File: src/hdl/flash_geom_pkg.sv
package flash_geom_pkg;

    // address phase on the bus is always 24 bits, upper bits are dropped
    localparam int addr_bytes = 3;

    localparam int mem_bytes    = 65536;
    localparam int page_bytes   = 256;
    localparam int sector_bytes = 4096;

    // WIP hold time after the last programmed byte, in sclk cycles
    localparam int program_busy_cycles = 16;

    localparam int mem_addr_bits    = $clog2(mem_bytes);
    localparam int page_addr_bits   = $clog2(page_bytes);    // offset bits inside a page
    localparam int sector_addr_bits = $clog2(sector_bytes);  // offset bits inside a sector
    localparam int busy_cnt_bits    = $clog2(program_busy_cycles + 1);

    typedef logic [mem_addr_bits-1:0] mem_addr_t;
    typedef logic [busy_cnt_bits-1:0] busy_cnt_t;

endpackage

File: src/hdl/qspi_cmd_pkg.sv
package qspi_cmd_pkg;

    // opcodes the device answers to
    typedef enum logic [7:0] {
        cmd_wrdi         = 8'h04,
        cmd_page_prog    = 8'h02,  // 1-1-1
        cmd_read         = 8'h03,
        cmd_read_status  = 8'h05,
        cmd_wren         = 8'h06,
        cmd_fast_read    = 8'h0B,
        cmd_sector_erase = 8'h20,
        cmd_quad_prog    = 8'h32,  // 1-1-4
        cmd_dual_read    = 8'h3B,  // 1-1-2
        cmd_read_id      = 8'h9F
    } qspi_opcode_e;

    // request kinds from the protocol engine to status and array
    typedef enum logic [2:0] {
        op_none,
        op_wren,
        op_wrdi,
        op_program,
        op_erase
    } flash_op_e;

    typedef enum logic [3:0] {
        st_cmd,
        st_addr,
        st_dummy,
        st_read,
        st_program,
        st_status,
        st_id,
        st_ignore
    } fsm_state_e;

    localparam logic [23:0] jedec_id = 24'hC22017;  // manufacturer, type, capacity
    localparam int id_bytes = 3;

    localparam int fast_read_dummy = 8;  // same for 0x0B and 0x3B

    localparam logic [2:0] lanes_single = 3'd1;
    localparam logic [2:0] lanes_dual   = 3'd2;
    localparam logic [2:0] lanes_quad   = 3'd4;

    localparam logic [3:0] oe_single = 4'b0010;  // so on io1
    localparam logic [3:0] oe_dual   = 4'b0011;

    typedef struct packed {
        logic [3:0] oe;
        logic [3:0] out;
    } qspi_pads_t;

    typedef struct packed {
        flash_op_e                 op;
        flash_geom_pkg::mem_addr_t addr;
        logic [7:0]                wdata;
    } flash_req_t;

endpackage

File: src/hdl/flash_status_reg.sv
`timescale 1ns/1ps

module flash_status_reg (
    input  logic                     qspi_sclk,
    input  qspi_cmd_pkg::flash_req_t req,
    input  logic                     erase_done,
    output logic [7:0]               status_byte
);

    // all clear at power-up
    logic                      wel      = 1'b0;
    logic                      wip      = 1'b0;
    flash_geom_pkg::busy_cnt_t busy_cnt = '0;   // nonzero while a program is busy
    logic                      prog_end;

    // last busy cycle with no fresh byte arriving
    assign prog_end = (busy_cnt == flash_geom_pkg::busy_cnt_t'(1)) &&
                      (req.op != qspi_cmd_pkg::op_program);

    always_ff @(posedge qspi_sclk) begin
        if (req.op == qspi_cmd_pkg::op_program) begin
            busy_cnt <= flash_geom_pkg::busy_cnt_t'(flash_geom_pkg::program_busy_cycles);
        end else if (busy_cnt != '0) begin
            busy_cnt <= busy_cnt - 1'b1;
        end

        case (req.op)
            qspi_cmd_pkg::op_wren:    wel <= 1'b1;
            qspi_cmd_pkg::op_wrdi:    wel <= 1'b0;
            qspi_cmd_pkg::op_program: wip <= 1'b1;
            qspi_cmd_pkg::op_erase:   wip <= 1'b1;  // held until the sweep ends
            default: ;
        endcase

        // a finished program or erase drops the write enable as well
        if (prog_end || erase_done) begin
            wip <= 1'b0;
            wel <= 1'b0;
        end
    end

    assign status_byte = {6'b000000, wel, wip};

endmodule

File: config.mk
export PLATFORM = sky130hd
export DESIGN_NAME = flash_status_reg
export DESIGN_NICKNAME = d
export VERILOG_FILES = /design/src/hdl/flash_geom_pkg.sv /design/src/hdl/qspi_cmd_pkg.sv /design/src/hdl/flash_status_reg.sv
export SDC_FILE = /design/constraint.sdc
export NUM_CORES = 1
export LEC_CHECK = 0
export BUFFER_PORTS_ARGS = -buffer_cell sky130_fd_sc_hd__buf_2
export CORE_AREA = 2 2 39 41
export CTS_CLUSTER_SIZE = 24
export DETAILED_ROUTE_END_ITERATION = 12
export DIE_AREA = 0 0 41 43
export PLACE_DENSITY = 0.7
export SLEW_MARGIN = 20
export SYNTH_ARGS = -nofsm -noshare
export SYNTH_HDL_FRONTEND = slang
export SYNTH_SLANG_ARGS = --single-unit
export TNS_END_PERCENT = 1
File: constraint.sdc
create_clock -name qspi_sclk -period 2.49 [get_ports qspi_sclk]
set_input_delay 0.3735 -clock qspi_sclk [delete_from_list [all_inputs] [get_ports qspi_sclk]]
set_output_delay 0.3735 -clock qspi_sclk [all_outputs]
set_load 0.1 [all_outputs]
==> results.toml <==
[synthesis]
yosys.area_share.xor_xnor_pct = 6.052
yosysSeqAreaShare_pct = 32.28
syn_area_um2 = 434.2
yosys.area_share.adder_pct = 8.646
synth_compound_area_share_pct = 9.798
synth-simple-area-share_pct = 22.77
yosysUniqueCellTypes = 19
avgSynthCellArea_um2 = 9.045
postSynthCellCount = 48
yosysWarnings = 0
synthMuxAreaShare_pct = 2.305
synth_top_family_by_area = "simple AND/OR/NAND/NOR gates"
ys_ff_latch = 7

[die]
die_width_um = 41
num_rows = 14
initial_utilization_pct = 31.37
dieArea_um2 = 1763
core_um2 = 1384
die_height_um = 43
num_io_pins = 37

[global_routing]
grt_max_degree = 6
antenna_found_initial = 0
groute.usage.overall_pct = 9.073
grt_pass1_wl_um = 966
grt_pass1_vias = 261
grt-ovfl-total = 0

[critical_path]
cp.required_ps = 2630
cp-end-kind = "flop"
cp-start-kind = "flop"
crit_arrival_ps = 1540
crit_type = "reg -> reg"
cp_max_fo = 4

[power_and_ir_drop]
p_per_area_nw_per_um2 = 1185
leakage_nw = 0.2226
peakVddDrop_mv = 0.3271

[final_layout]
fin_nets = 88
layout-drive-gt1-share_pct = 23.64
insertedDiodeCount = 0
layout_common_cells = "dfxtp_1, conb_1, buf_2"
final_common_cell = "dfxtp_1"
n_fill_cell = 149
syn_to_final_growth_pct = 8.069
utilization_pct = 33.91

[drt]
vias_per_cell = 4.493
dr_total_vias = 319
drtPass1Iterations = 1
drc = 0
routed_wl_um = 623
wire_per_inst_um = 8.775
drt_iter0_markers = 0
ant_nets = 0

[placement]
place.gp.congestion = 0.7815
portBuffers = 6
place_hpwl_um = 488.7

[clock_network]
cts_buffers = 3
clock_sinks = 7
cts_root_buffer = "clkbuf_4"
hold_buffers = 0
cts_setup_buffers = 0
ctsHtreeMaxLevel = 1
cts_tree = "done"
cts.path.max_buffers = 2
clkTransAtPathRegs_ps = 50
clock_latency_ps = 250
cts_resized = 0

[timing]
setup_violations = 0
fin_crit_sh_pct = 56.26
finalSetupTns_ps = 0
max_freq_ghz = 0.7138
skew_ps = 0.3134
slew_violations = 0
rsz0062_at_grt = "false"
hold_viol = 0
fin_crit_ps = 1401

[job]
maxCapViolCount = 0

[worst_hold_path]
holdCritPathClass = "in -> reg"

[outcome]
status = "finished, final reports clean"
## synthesized netlist by cell type
master     count  area, um^2
buf_4          8       60.06
dfxtp_1        7       140.1
nor2_1         5       18.77
inv_1          4       15.01
ha_1           3       37.54
xnor2_1        3       26.28
a21oi_1        2       10.01
nand2_1        2       7.510
nand2b_1       2       12.51
nor3b_1        2       15.01
or4b_4         2       27.53
a211oi_2       1       12.51
conb_1         1       3.750
mux2i_1        1       10.01
nand3_1        1       5.000
nand3b_1       1       7.510
nor3_1         1       5.000
o2111ai_2      1       15.01
o21ai_0        1       5.000
## cell type report
class                           instances  area, um^2  area share [%]
Timing Repair Buffer                    6       30.03           6.400
Inverter                                4       15.01           3.200
Sequential cell                         7       140.1           29.87
Multi-Input combinational cell         34       237.7           50.67
Clock buffer                            4       26.28           5.600
Tap cell                               16       20.02           4.267
## path summary, 6_finish.rpt
path	start	to	slack, ps	depth (start not counted)
min reg2reg	wel	wel	470	2
max	busy_cnt[0]	wel	1090	4
max reg2reg	busy_cnt[0]	wel	1090	4
min	erase_done	wip	290	2
## where the power goes
| group | internal (mW) | switching, mW |
|---|---|---|
| clock network | 0.0613 | 0.0435 |
| logic | 0.104 | 0.140 |
| registers | 0.160 | 0.0471 |
| total | 0.325 | 0.230 |
## stage by stage
step                      total power, mW  setup slack, ps  hold slack (ps)  instances  instance area (um^2)
final                              0.5559             1089            291.6         71                 469.2
after global routing               0.5995            998.8            297.6         71                 469.2
after CTS                          0.5630             1078            287.5         71                 469.2
after detailed placement           0.4559             1082            469.7         67                 442.9
after global placement             0.4496             1110            457.1         67                 442.9
after floorplan                    0.4292             1166            442.6         53                 452.9
## registers in the layout (all words and copies together), names as in the netlist
register and count:
wel 1, busy_cnt 5, wip 1
## metal layers
metal,wire [um],track usage [%]
met3,48,3.141
met2,268,11.88
met1,268,9.121
met4,38,12.00
met5,0,0
## critical path, stage by stage, from the launching register on
cell and delay (ps):
dfxtp_1 390, ha_1 170, or4b_4 480, o2111ai_2 170, a21oi_1 80
## kinds of logic (layout without fill, tap and decap cells)
kind of cell               count (synthesis)  count (layout)
and+or+nand+nor                           16              16
adders and majority gates                  3               3
AOI/OAI and AO/OA                          5               5
buffers and inverters                     12              14
muxes                                      1               1
xor gates and xnor gates                   3               3
other                                      1               6
DFF                                        7               7
Power figures use the tool's default switching activity.
