### src/hdl/flash_geom_pkg.sv
package flash_geom_pkg;

    // address phase on the bus is always 24 bits, upper bits are dropped
    localparam int addr_bytes = 3;

    localparam int mem_bytes    = 65536;
    localparam int page_bytes   = 256;
    localparam int sector_bytes = 4096;

    // WIP hold time after the last programmed byte, in sclk cycles
    localparam int program_busy_cycles = 16;

    localparam int mem_addr_bits    = $clog2(mem_bytes);
    localparam int page_addr_bits   = $clog2(page_bytes);    // offset bits inside a page
    localparam int sector_addr_bits = $clog2(sector_bytes);  // offset bits inside a sector
    localparam int busy_cnt_bits    = $clog2(program_busy_cycles + 1);

    typedef logic [mem_addr_bits-1:0] mem_addr_t;
    typedef logic [busy_cnt_bits-1:0] busy_cnt_t;

endpackage

### src/hdl/qspi_cmd_pkg.sv
package qspi_cmd_pkg;

    // opcodes the device answers to
    typedef enum logic [7:0] {
        cmd_wrdi         = 8'h04,
        cmd_page_prog    = 8'h02,  // 1-1-1
        cmd_read         = 8'h03,
        cmd_read_status  = 8'h05,
        cmd_wren         = 8'h06,
        cmd_fast_read    = 8'h0B,
        cmd_sector_erase = 8'h20,
        cmd_quad_prog    = 8'h32,  // 1-1-4
        cmd_dual_read    = 8'h3B,  // 1-1-2
        cmd_read_id      = 8'h9F
    } qspi_opcode_e;

    // request kinds from the protocol engine to status and array
    typedef enum logic [2:0] {
        op_none,
        op_wren,
        op_wrdi,
        op_program,
        op_erase
    } flash_op_e;

    typedef enum logic [3:0] {
        st_cmd,
        st_addr,
        st_dummy,
        st_read,
        st_program,
        st_status,
        st_id,
        st_ignore
    } fsm_state_e;

    localparam logic [23:0] jedec_id = 24'hC22017;  // manufacturer, type, capacity
    localparam int id_bytes = 3;

    localparam int fast_read_dummy = 8;  // same for 0x0B and 0x3B

    localparam logic [2:0] lanes_single = 3'd1;
    localparam logic [2:0] lanes_dual   = 3'd2;
    localparam logic [2:0] lanes_quad   = 3'd4;

    localparam logic [3:0] oe_single = 4'b0010;  // so on io1
    localparam logic [3:0] oe_dual   = 4'b0011;

    typedef struct packed {
        logic [3:0] oe;
        logic [3:0] out;
    } qspi_pads_t;

    typedef struct packed {
        flash_op_e                 op;
        flash_geom_pkg::mem_addr_t addr;
        logic [7:0]                wdata;
    } flash_req_t;

endpackage

### src/hdl/qspi_protocol_fsm.sv
`timescale 1ns/1ps

module qspi_protocol_fsm (
    input  logic                      qspi_sclk,
    input  logic                      qspi_cs_n,
    input  logic [3:0]                io_in,
    input  logic [7:0]                status_byte,
    input  logic [7:0]                rd_data,
    output qspi_cmd_pkg::flash_req_t  req,
    output flash_geom_pkg::mem_addr_t rd_addr,
    output qspi_cmd_pkg::qspi_pads_t  pads
);

    qspi_cmd_pkg::fsm_state_e   state;
    qspi_cmd_pkg::qspi_opcode_e cmd;
    logic [2:0]                 bit_cnt;    // bit position inside the current byte
    logic [1:0]                 byte_cnt;   // address or id byte index
    logic [2:0]                 lanes;
    logic [7:0]                 shift_in;
    logic [7:0]                 shift_out;
    flash_geom_pkg::mem_addr_t  addr;

    logic [7:0]                 in_next;
    flash_geom_pkg::mem_addr_t  addr_next;
    flash_geom_pkg::mem_addr_t  addr_in_page;
    logic                       byte_done;
    logic                       addr_done;
    logic                       dummy_done;
    logic                       wel;
    logic [7:0]                 id_byte;
    logic [7:0]                 load_byte;
    logic [7:0]                 cur_byte;
    logic [7:0]                 out_next;
    logic [3:0]                 pad_bits;

    assign wel = status_byte[1];

    // quad input takes a nibble per edge, high nibble first
    assign in_next = (lanes == qspi_cmd_pkg::lanes_quad) ? {shift_in[3:0], io_in}
                                                         : {shift_in[6:0], io_in[0]};

    assign addr_next = {addr[flash_geom_pkg::mem_addr_bits-2:0], io_in[0]};

    // program address wraps inside its page
    assign addr_in_page = {addr[flash_geom_pkg::mem_addr_bits-1:flash_geom_pkg::page_addr_bits],
                           addr[flash_geom_pkg::page_addr_bits-1:0] + 1'b1};

    assign byte_done  = ({1'b0, bit_cnt} + {1'b0, lanes}) == 4'd8;
    assign addr_done  = (bit_cnt == 3'd7) && (byte_cnt == 2'(flash_geom_pkg::addr_bytes - 1));
    assign dummy_done = bit_cnt == 3'(qspi_cmd_pkg::fast_read_dummy - 1);
    assign rd_addr    = addr;

    always_comb begin
        case (byte_cnt)
            2'd0:    id_byte = qspi_cmd_pkg::jedec_id[23:16];
            2'd1:    id_byte = qspi_cmd_pkg::jedec_id[15:8];
            default: id_byte = qspi_cmd_pkg::jedec_id[7:0];
        endcase
    end

    always_comb begin
        case (state)
            qspi_cmd_pkg::st_status: load_byte = status_byte;  // live value, every byte
            qspi_cmd_pkg::st_id:     load_byte = id_byte;
            default:                 load_byte = rd_data;
        endcase
    end

    // first chunk of a byte comes straight from the source, the rest from shift_out
    assign cur_byte = (bit_cnt == 3'd0) ? load_byte : shift_out;

    always_comb begin
        if (lanes == qspi_cmd_pkg::lanes_dual) begin
            out_next = {cur_byte[5:0], 2'b00};
            pad_bits = {2'b00, cur_byte[7:6]};  // upper bit of the pair on io1
        end else begin
            out_next = {cur_byte[6:0], 1'b0};
            pad_bits = {2'b00, cur_byte[7], 1'b0};
        end
    end

    // requests are strobes decoded from the bit that completes a field
    always_comb begin
        req.op    = qspi_cmd_pkg::op_none;
        req.addr  = addr;
        req.wdata = in_next;
        case (state)
            qspi_cmd_pkg::st_cmd: begin
                if (bit_cnt == 3'd7 && in_next == qspi_cmd_pkg::cmd_wren) begin
                    req.op = qspi_cmd_pkg::op_wren;
                end else if (bit_cnt == 3'd7 && in_next == qspi_cmd_pkg::cmd_wrdi) begin
                    req.op = qspi_cmd_pkg::op_wrdi;
                end
            end
            qspi_cmd_pkg::st_addr: begin
                req.addr = addr_next;
                if (addr_done && cmd == qspi_cmd_pkg::cmd_sector_erase) begin
                    req.op = qspi_cmd_pkg::op_erase;
                end
            end
            qspi_cmd_pkg::st_program: begin
                if (byte_done) req.op = qspi_cmd_pkg::op_program;
            end
            default: ;
        endcase
    end

    always_ff @(posedge qspi_sclk or posedge qspi_cs_n) begin
        if (qspi_cs_n) begin
            state    <= qspi_cmd_pkg::st_cmd;
            cmd      <= qspi_cmd_pkg::cmd_read;
            bit_cnt  <= 3'd0;
            byte_cnt <= 2'd0;
            lanes    <= qspi_cmd_pkg::lanes_single;
            pads     <= '0;
        end else begin
            case (state)
                qspi_cmd_pkg::st_cmd: begin
                    bit_cnt <= bit_cnt + 1'b1;
                    if (bit_cnt == 3'd7) begin
                        byte_cnt <= 2'd0;
                        cmd      <= qspi_cmd_pkg::qspi_opcode_e'(in_next);
                        case (in_next)
                            qspi_cmd_pkg::cmd_read_id:     state <= qspi_cmd_pkg::st_id;
                            qspi_cmd_pkg::cmd_read_status: state <= qspi_cmd_pkg::st_status;
                            qspi_cmd_pkg::cmd_read,
                            qspi_cmd_pkg::cmd_fast_read:   state <= qspi_cmd_pkg::st_addr;
                            qspi_cmd_pkg::cmd_dual_read: begin
                                state <= qspi_cmd_pkg::st_addr;
                                lanes <= qspi_cmd_pkg::lanes_dual;
                            end
                            qspi_cmd_pkg::cmd_page_prog,
                            qspi_cmd_pkg::cmd_sector_erase: begin
                                state <= wel ? qspi_cmd_pkg::st_addr : qspi_cmd_pkg::st_ignore;
                            end
                            qspi_cmd_pkg::cmd_quad_prog: begin
                                state <= wel ? qspi_cmd_pkg::st_addr : qspi_cmd_pkg::st_ignore;
                                lanes <= qspi_cmd_pkg::lanes_quad;  // data phase only
                            end
                            default: state <= qspi_cmd_pkg::st_ignore;  // wren, wrdi, unknown
                        endcase
                    end
                end
                qspi_cmd_pkg::st_addr: begin
                    bit_cnt <= bit_cnt + 1'b1;
                    if (bit_cnt == 3'd7) byte_cnt <= byte_cnt + 1'b1;
                    if (addr_done) begin
                        byte_cnt <= 2'd0;
                        case (cmd)
                            qspi_cmd_pkg::cmd_read:      state <= qspi_cmd_pkg::st_read;
                            qspi_cmd_pkg::cmd_fast_read,
                            qspi_cmd_pkg::cmd_dual_read: state <= qspi_cmd_pkg::st_dummy;
                            qspi_cmd_pkg::cmd_page_prog,
                            qspi_cmd_pkg::cmd_quad_prog: state <= qspi_cmd_pkg::st_program;
                            default:                     state <= qspi_cmd_pkg::st_ignore;
                        endcase
                    end
                end
                qspi_cmd_pkg::st_dummy: begin
                    bit_cnt <= bit_cnt + 1'b1;
                    if (dummy_done) begin
                        bit_cnt <= 3'd0;
                        state   <= qspi_cmd_pkg::st_read;
                    end
                end
                qspi_cmd_pkg::st_read,
                qspi_cmd_pkg::st_status,
                qspi_cmd_pkg::st_id: begin
                    pads.out <= pad_bits;
                    pads.oe  <= (lanes == qspi_cmd_pkg::lanes_dual) ? qspi_cmd_pkg::oe_dual
                                                                   : qspi_cmd_pkg::oe_single;
                    bit_cnt  <= byte_done ? 3'd0 : bit_cnt + lanes;
                    if (state == qspi_cmd_pkg::st_id && byte_done) begin
                        byte_cnt <= byte_cnt + 1'b1;
                        // last id bit stays on io1 for one more cycle
                        if (byte_cnt == 2'(qspi_cmd_pkg::id_bytes - 1)) begin
                            state <= qspi_cmd_pkg::st_ignore;
                        end
                    end
                end
                qspi_cmd_pkg::st_program: begin
                    bit_cnt <= byte_done ? 3'd0 : bit_cnt + lanes;
                end
                default: begin
                    pads.oe <= 4'b0000;  // wait for CS# high
                end
            endcase
        end
    end

    always_ff @(posedge qspi_sclk) begin
        case (state)
            qspi_cmd_pkg::st_cmd:  shift_in <= in_next;
            qspi_cmd_pkg::st_addr: addr <= addr_next;  // keeps the low 16 of 24 bits
            qspi_cmd_pkg::st_read: begin
                shift_out <= out_next;
                if (byte_done) addr <= addr + 1'b1;
            end
            qspi_cmd_pkg::st_status,
            qspi_cmd_pkg::st_id:   shift_out <= out_next;
            qspi_cmd_pkg::st_program: begin
                shift_in <= in_next;
                if (byte_done) addr <= addr_in_page;
            end
            default: ;
        endcase
    end

endmodule

### config.mk
export PLATFORM = sky130hd
export DESIGN_NAME = qspi_protocol_fsm
export DESIGN_NICKNAME = d
export VERILOG_FILES = /design/src/hdl/flash_geom_pkg.sv /design/src/hdl/qspi_cmd_pkg.sv /design/src/hdl/qspi_protocol_fsm.sv
export SDC_FILE = /design/constraint.sdc
export NUM_CORES = 1
export LEC_CHECK = 0
export BUFFER_PORTS_ARGS = -buffer_cell sky130_fd_sc_hd__buf_2
export CAP_MARGIN = 20
export CORE_MARGIN = 10
export CORE_UTILIZATION = 30
export DETAILED_ROUTE_END_ITERATION = 7
export PLACE_DENSITY = 0.57
export SYNTH_ARGS = -nofsm -noshare
export SYNTH_HDL_FRONTEND = slang
export SYNTH_SLANG_ARGS = --single-unit
### constraint.sdc
create_clock -name qspi_sclk -period 8.65 [get_ports qspi_sclk]
set_input_delay 0 -clock qspi_sclk [delete_from_list [all_inputs] [get_ports qspi_sclk]]
set_output_delay 0 -clock qspi_sclk [all_outputs]
set_load 0.005 [all_outputs]
==> results of run 1 <==
worst max-delay path, cell delays in order, from the launching register on:
cell      delay [ns]
dfrtp_1         0.67
or2_2           0.27
clkinv_1        0.49
a21oi_1         0.89
o22ai_1         0.47
cell usage in the layout (no fill, tap or decap), types with 6 or more instances in the layout:
master | netlist | final
dfrtp_1 | 20 | 20
ha_1 | 11 | 11
edfxtp_1 | 30 | 30
nand3_1 | 14 | 14
a21oi_1 | 28 | 28
o21ai_0 | 20 | 20
buf_2 | 8 | 69
nor2_1 | 27 | 27
nand2b_1 | 9 | 9
inv_1 | 19 | 19
mux2i_1 | 11 | 11
xnor2_1 | 7 | 7
mux2_2 | 28 | 28
nand4_1 | 7 | 7
o22ai_1 | 6 | 6
nand2_1 | 32 | 32
registers in the layout, indices dropped and copies added, names as in the netlist:
signal and flops:
pads 4, shift_out 7, cmd 8, shift_in 7, lanes 3, rd_addr 16, state 3, byte_cnt 2
bit_cnt 3
through the flow:
| stage | power, mW | instances | cell area, um^2 | setup slack (ns) |
|---|---|---|---|---|
| after global routing | 0.494 | 617 | 4350 | 5.19 |
| after detailed placement | 0.288 | 607 | 4190 | 5.38 |
| final | 0.477 | 617 | 4350 | 5.50 |
| after global placement | 0.288 | 607 | 4190 | 5.51 |
| after CTS | 0.481 | 616 | 4340 | 5.38 |
| after floorplan | 0.281 | 397 | 3770 | 5.75 |
cell families (layout without fill, tap and decap cells):
logic type,Yosys count,in the layout,share of synthesized area (%)
and+or+nand+nor,132,132,19.7
AOI/OAI and AO/OA,98,98,17.0
DFF,53,53,39.4
buffers and inverters,48,100,5.79
muxes,39,39,11.3
adders and majority gates,12,12,4.19
xor gates and xnor gates,11,11,2.56
other,1,4,0.0997
path summary, 6_finish.rpt:
check / end / slack [ns] / depth (start not counted)
min in group asynchronous: cmd[6]$_DFFE_PP0P_ / 0.46 / 3
worst min-delay path: state[2]$_DFFE_PP0P_ / 0.03 / 2
max in group asynchronous: bit_cnt[0]$_DFFE_PP0P_ / 7.62 / 3
worst max register to register: rd_addr[3]$_DFFE_PP_ / 5.50 / 4
worst max-delay path: rd_addr[3]$_DFFE_PP_ / 5.50 / 4
worst min register to register: cmd[6]$_DFFE_PP0P_ / 0.50 / 1
repair_timing:
item	4_1_cts	5_1_grt
setup endpoints to repair	0	0
endpoints found under the hold margin	20	0
setup buffers	0	0
hold buffers	1	0
power by group through the flow:
stage          sequential [mW]  clock, mW  combinational, mW
2_1_floorplan            0.271          0            0.00997
3_3_place_gp             0.271          0             0.0169
3_5_place_dp             0.271          0             0.0169
4_1_cts                  0.265      0.198             0.0173
5_1_grt                  0.265      0.209             0.0195
6_report                 0.265      0.195             0.0172
area by class of cell:
| type | instances | area share, % |
|---|---|---|
| clock buffers | 6 | 2.96 |
| clock inverters | 2 | 0.230 |
| inverters | 20 | 1.73 |
| multi-input cells | 296 | 47.7 |
| flip-flops and latches | 53 | 34.0 |
| well taps | 168 | 4.83 |
| repair buffers | 72 | 8.52 |
routing by layer:
metal | track usage (%) | up-vias | wire length, um
li1 | - | 1575 | -
met1 | 14.2 | 1493 | 4760
met2 | 17.6 | 75 | 4520
met3 | 2.44 | 10 | 419
met4 | 3.83 | 0 | 191
met5 | 0 | - | 0
==> flow_summary.yaml, run 1 <==
timing:
  report.final.slew_viol_count: 0
  fmax_ghz: 0.318
  rsz0062_at_grt: "false"
  worst_slew_pin_slew_ns: 0.947
  finalHoldViolCount: 0
  tns_ns: 0
  slew_headroom_pct: 36.5
  whs_ns: 0.0255
  fin_crit_sh_pct: 36.4
  skew_ns: 0.00332
  finalCriticalPeriod_ns: 3.15
  finalSetupViolCount: 0
synthesis:
  syn-instance-count: 394
  ys_async_sr_fraction_pct: 43.4
  ys_types: 71
  synth_commonest_cells: "nand2_1 (32), edfxtp_1 (30), a21oi_1 (28), mux2_2 (28), nor2_1 (27)"
  synth_edf_count: 30
  synth-seq-cells: 53
  synth_area_um2: 3760
  synthTopCellsByArea: "edfxtp_1 (24%), dfrtp_1 (13%), mux2_2 (8.4%)"
  synth_most_common_cell: "nand2_1"
  syn_area_per_cell_um2: 9.54
  synth_largest_area_cell: "edfxtp_1"
  synth_top_area_share_pct: 24.0
  ys.flop_type: "edfxtp_1"
  yosysSeqAreaShare_pct: 39.4
  yosys_warnings: 0
clock_network:
  path_clk_slew_ns: 0.07
  clk_latency_ns: 0.29
  htreeDepth: 2
  tritoncts: "built"
  clock_sinks: 53
  clk_path_buf_depth: 2
  cts_resized: 0
  cts_root_buf: "clkbuf_16"
  cts_buffers: 5
global_routing:
  grt_usage_pct: 11.0
  grt_pass1_wl_mm: 16.3
  grt_max_degree: 31
  grt_pass1_vias: 3153
  grt_overflow: 0
  antenna_found_initial: 0
power_and_ir_drop:
  p_leak_nw: 1.75
  internal-power_uw: 380
  clock_power_share_pct: 40.8
  p_comb_share_pct: 3.6
  power_density_nw_per_um2: 110
  netSwitchingPower_uw: 97.7
  switching_share_pct: 20.5
  ir_drop_mv: 0.0859
  pwr-share-seq_pct: 55.6
floorplanning:
  rows: 40
  die_h_um: 132
  core_area_um2: 12200
  die-width_um: 132
  dieArea_um2: 17400
  start_util_pct: 30.9
  io_pins: 73
final_layout:
  drive_above_1_share_pct: 26.7
  multiInputGateArea_um2: 2070
  nets: 482
  fillerInstances: 1255
  regArea_um2: 1480
  final_core_util_pct: 35.8
  diodes: 0
  area_growth_pct: 15.6
placement:
  portBuffers: 68
  dp_hpwl_mm: 7.61
  place.gp.congestion: 0.814
hold_path:
  hp-class: "input pin to register"
  hold_start: "status_byte[1]"
outcome:
  status: "finished, final reports clean"
run:
  maxCapViolCount: 0
routing:
  drt-initial-drc-count: 200
  routed_wl_mm: 9.89
  postRouteAntennaNets: 0
  vias_per_cell: 5.11
  firstDrtPassIters: 4
  drc: 0
  wl_per_cell_um: 16.0
  vias: 3153
critical_path:
  required_ns: 8.58
  arrival_ns: 3.07
  critPathKind: "register to register"
  r2r_start: "state[1]$_DFFE_PP0P_"
  cp-end-kind: "register"
  cp-startpoint: "state[1]$_DFFE_PP0P_"
  crit_fanout: 18
  start_kind: "register"
Note: power is estimated with default switching activity, not from simulation.
==> run 2: changes to the inputs <==
clock period = 2.9 ns   (was 8.65 ns; I/O delays follow)
==> run 2 against run 1 <==
  * First-iteration DRC count decreased by 3.0%
  * Critical path type unchanged
  * Maximum frequency increased by 17%
  * Combinational power increased to 2.9 times the previous value
  * Critical endpoint is now byte_cnt[0]$_DFFE_PP0P_
  * Sequential cell count unchanged
  * Largest cell class unchanged
==> flow_summary.yaml, run 2 (synthesis gave the netlist of run 1 again) <==
outcome:
  status: "finished, final reports clean"
final_layout:
  multiInputGateArea_um2: 2080
  regArea_um2: 1480
  nets: 490
  final_cell_mix: "buf_2 (68), nand2_1 (32), edfxtp_1 (30)"
  largest_reg_flops: 16
  final_core_util_pct: 36.7
  area_growth_pct: 18.7
  diodes: 0
  drive_above_1_share_pct: 28.4
  fillerInstances: 1247
  fin_area_um2: 4460
  final_common_cell: "buf_2"
timing:
  whs_ns: 0.0596
  finalSetupViolCount: 0
  setup_ws_ns: 0.209
  worst_slew_pin_slew_ns: 0.918
  finalCriticalPeriod_ns: 2.69
  fin_crit_sh_pct: 92.8
  tns_ns: 0
  finalHoldViolCount: 0
  report.final.slew_viol_count: 0
  skew_ns: 0.00501
  fmax_ghz: 0.372
  rsz0062_at_grt: "false"
  slew_headroom_pct: 38.7
routing:
  postRouteAntennaNets: 0
  vias_per_cell: 5.10
  vias: 3190
  drc: 0
  firstDrtPassIters: 4
  routed_wl_mm: 9.94
  wl_per_cell_um: 15.9
  drt-initial-drc-count: 194
floorplanning:
  die-width_um: 132
  dieArea_um2: 17400
  start_util_pct: 30.9
  io_pins: 73
  rows: 40
  die_h_um: 132
  core_area_um2: 12200
power_and_ir_drop:
  internal-power_mw: 1.24
  p_comb_share_pct: 3.3
  switching_share_pct: 19.2
  p_leak_nw: 1.80
  pwr-share-seq_pct: 51.6
  netSwitchingPower_uw: 295
  clock_power_share_pct: 45.0
  power_density_nw_per_um2: 344
  ir_drop_mv: 0.254
critical_path:
  r2r_slack_ns: 0.21
  cp-end-kind: "register"
  required_ns: 3.08
  critPathKind: "register to register"
  crit_fanout: 4
  max_stage_delay_ns: 0.58
  critical_path.slowest_cell: "dfstp_2"
  start_kind: "register"
  path_cells: "ha_1 > inv_1 > fa_1 > nor4bb_1 > a21oi_1 > o21ai_1 > mux2_2"
  arrival_ns: 2.87
  reg2regPathDepth: 7
global_routing:
  grt_pass1_wl_mm: 16.7
  antenna_found_initial: 0
  grt_usage_pct: 11.2
  grt_overflow: 0
  grt_pass1_vias: 3207
  grt_max_degree: 24
clock_network:
  clk_path_buf_depth: 2
  cts_buffers: 5
  cts_root_buf: "clkbuf_16"
  path_clk_slew_ns: 0.07
  htreeDepth: 2
  cts_setup_buffers: 0
  clock_sinks: 53
  clk_latency_ns: 0.29
  tritoncts: "built"
placement:
  place_ws_ns: 0.154
  place.gp.congestion: 0.879
  dp_hpwl_mm: 7.62
  dpl_cell_area_um2: 4260
  portBuffers: 68
hold_path:
  hp-class: "input pin to register"
  holdPathStages: 1
run:
  maxCapViolCount: 0
run 2: final timing paths:
path,to,start
worst max-delay path,byte_cnt[0]$_DFFE_PP0P_,lanes[0]$_DFFE_PP1P_
worst min-delay path,shift_in[0]$_DFFE_PP_,io_in[0]
worst max register to register,byte_cnt[0]$_DFFE_PP0P_,lanes[0]$_DFFE_PP1P_
worst min register to register,cmd[7]$_DFFE_PP0P_,cmd[7]$_DFFE_PP0P_
max in group asynchronous,pads[1]$_DFFE_PP0P_,qspi_cs_n
min in group asynchronous,pads[5]$_DFFE_PP0N_,qspi_cs_n
run 2: routing by layer:
layer  GRT usage [%]  vias up  share of wire (%)
met5               0        -                  0
met4            2.97        0                1.0
met3            2.40        6                4.9
met2            18.6       84                 47
met1            14.4     1520                 47
li1                -     1580                  -
run 2: power by group through the flow:
| stage | registers [mW] | clock network (mW) | logic, mW |
|---|---|---|---|
| detailed placement | 0.808 | 0 | 0.0497 |
| CTS | 0.792 | 0.703 | 0.0520 |
| floorplan | 0.808 | 0 | 0.0297 |
| global placement | 0.808 | 0 | 0.0486 |
| global route | 0.791 | 0.746 | 0.0587 |
| finish | 0.792 | 0.691 | 0.0507 |
run 2: worst max-delay path: cells and delay by family (launching register included):
family,cells,cell delay (ns)
fa+ha+maj,2,0.72
flops,1,0.58
compound gates,2,0.48
simple gates,1,0.38
mux,1,0.36
buf+inv,1,0.06
run 2: layout make-up:
| type | instances | share of cell area (%) |
|---|---|---|
| inverter | 20 | 1.68 |
| sequential | 53 | 33.2 |
| timing repair buffer | 80 | 9.76 |
| multi-input combinational | 296 | 46.6 |
| clock buffer | 7 | 3.93 |
| clock inverter | 1 | 0.112 |
| tap | 168 | 4.71 |
run 2: repair_timing:
action,CTS,global route
gates resized for setup,0,1
endpoints found under the hold margin,21,0
hold buffers,2,0
setup endpoints to repair,0,1
run 2: stage by stage:
step	power, mW	cells
4_1_cts	1.55	625
2_1_floorplan	0.837	397
3_3_place_gp	0.856	615
6_report	1.53	625
3_5_place_dp	0.857	615
5_1_grt	1.60	625
==> run 3: changes to the inputs <==
clock period = 3.3 ns   (was 2.9 ns; I/O delays follow)
==> run 3 against run 2 <==
  * Sequential power is 12% lower
  * Critical path depth stayed put
  * Sequential cell count stayed put
  * First-iteration DRC count is 37% higher
  * Sequential share of layout area is 0.42 points higher
  * Hold slack better by 0.020 ns
  * Worst setup slack better by 0.39 ns
  * Global-route usage is 0.49 points lower
  * Register-to-register slack better by 0.39 ns
  * Maximum frequency is 0.44% lower
  * Non-clock buffer count is 2 lower
  * Final area is 1.3% lower
  * Critical path type unchanged
  * Critical endpoint unchanged
  * Largest power group unchanged
  * Highest routed layer unchanged
==> flow_summary.yaml, run 3 (synthesis gave the netlist of run 1 again) <==
outcome:
  status: "finished, final reports clean"
placement:
  dp_hpwl_mm: 7.43
  place.gp.congestion: 0.896
  portBuffers: 68
  place_ws_ns: 0.593
clock_network:
  tritoncts: "built"
  cts_root_buf: "clkbuf_16"
  clock_sinks: 53
  path_clk_slew_ns: 0.07
  clk_path_buf_depth: 2
  htreeDepth: 2
  cts_buffers: 5
  clk_latency_ns: 0.30
power_and_ir_drop:
  ir_drop_mv: 0.170
  p_leak_nw: 1.78
  power_density_nw_per_um2: 289
critical_path:
  critPathKind: "register to register"
  critical_path.slowest_cell: "dfstp_2"
  start_kind: "register"
  cp-end-kind: "register"
  crit_fanout: 4
  max_stage_delay_ns: 0.58
  path_cells: "ha_1 > inv_1 > fa_1 > nor4bb_1 > a21oi_1 > o21ai_0 > mux2_2"
  required_ns: 3.48
  arrival_ns: 2.88
routing:
  vias_per_cell: 5.10
  routed_wl_mm: 9.77
  postRouteAntennaNets: 0
  vias: 3180
  drt-initial-drc-count: 265
  drc: 0
  wl_per_cell_um: 15.7
  firstDrtPassIters: 4
final_layout:
  area_growth_pct: 17.2
  multiInputGateArea_um2: 2070
  regArea_um2: 1480
  diodes: 0
  fillerInstances: 1249
  nets: 488
  final_common_cell: "buf_2"
  drive_above_1_share_pct: 27.3
  largest_reg_flops: 16
  final_cell_mix: "buf_2 (68), nand2_1 (32), edfxtp_1 (30)"
floorplanning:
  die-width_um: 132
  rows: 40
  io_pins: 73
  die_h_um: 132
  start_util_pct: 30.9
  core_area_um2: 12200
  dieArea_um2: 17400
timing:
  rsz0062_at_grt: "false"
  worst_slew_pin_slew_ns: 0.921
  finalHoldViolCount: 0
  report.final.slew_viol_count: 0
  setup_ws_ns: 0.597
  fmax_ghz: 0.370
  tns_ns: 0
  fin_crit_sh_pct: 81.9
  finalCriticalPeriod_ns: 2.70
  skew_ns: 0.00634
  finalSetupViolCount: 0
  slew_headroom_pct: 38.5
hold_path:
  hp-class: "input pin to register"
global_routing:
  grt_max_degree: 24
  antenna_found_initial: 0
  grt_overflow: 0
  grt_pass1_wl_mm: 15.9
  grt_usage_pct: 10.8
  grt_pass1_vias: 3137
run:
  maxCapViolCount: 0
-- run 3: cell types whose count changed in the layout (fill, tap and decap cells not counted), sizes merged --
cell	previous run	this run
clkbuf	7	8
clkinv	2	1
buf	78	76
-- run 3: final timing paths --
kind | cells after the start | slack [ns] | endpoint | from
setup / recovery | 7 | 0.60 | byte_cnt[0]$_DFFE_PP0P_ | lanes[0]$_DFFE_PP1P_
hold / removal | 1 | 0.08 | shift_in[0]$_DFFE_PP_ | io_in[0]
setup reg to reg | 7 | 0.60 | byte_cnt[0]$_DFFE_PP0P_ | lanes[0]$_DFFE_PP1P_
hold reg to reg | 1 | 0.50 | cmd[6]$_DFFE_PP0P_ | cmd[6]$_DFFE_PP0P_
max in group asynchronous | 3 | 2.29 | pads[1]$_DFFE_PP0P_ | qspi_cs_n
min in group asynchronous | 3 | 0.45 | state[1]$_DFFE_PP0P_ | qspi_cs_n
-- run 3: cell type report --
| class | instances | area share, % |
|---|---|---|
| Clock buffer | 8 | 3.32 |
| Inverter | 20 | 1.70 |
| Multi-Input combinational cell | 296 | 47.1 |
| Sequential cell | 53 | 33.6 |
| Tap cell | 168 | 4.77 |
| Timing Repair Buffer | 78 | 9.54 |
-- run 3: routing by layer --
layer | global-route usage [%] | part of all wire (%)
met5 | 0 | 0
met4 | 3.77 | 1.5
met3 | 2.67 | 5.2
met2 | 17.1 | 46
met1 | 13.8 | 47
-- run 3: timing repair --
| item | in CTS | in global routing |
|---|---|---|
| buffers inserted | 0 | 0 |
| hold endpoints to repair | 21 | 0 |
| resized for setup | 0 | 0 |
| hold buffers | 2 | 0 |
-- run 3: power by group --
group | leakage, nW | switching, mW | internal [mW] | total, mW
clock network | 0.0712 | 0.229 | 0.303 | 0.532
logic | 1.16 | 0.0252 | 0.0204 | 0.0456
registers | 0.546 | 0 | 0.696 | 0.696
total | 1.78 | 0.254 | 1.02 | 1.27
-- run 3: worst max-delay path, delay by kind of cell (launching register included) --
| kind | cells | cell delay, ns |
|---|---|---|
| mux | 1 | 0.38 |
| compound gates | 2 | 0.50 |
| fa+ha+maj | 2 | 0.72 |
| buf+inv | 1 | 0.05 |
| flops | 1 | 0.58 |
| simple gates | 1 | 0.36 |
-- run 3: stage by stage --
stage / area, um^2 / cells / utilization [%] / power, mW / hold WS (ns)
global route: 4410 / 623 / 36.2 / 1.33 / 0.0855
floorplan: 3770 / 397 / - / 0.736 / -0.000300
detailed placement: 4240 / 613 / 34.9 / 0.754 / 0.256
CTS: 4410 / 623 / 36.2 / 1.29 / 0.0738
global placement: 4240 / 613 / 34.9 / 0.753 / 0.248
finish: 4410 / 623 / 36.2 / 1.27 / 0.0791
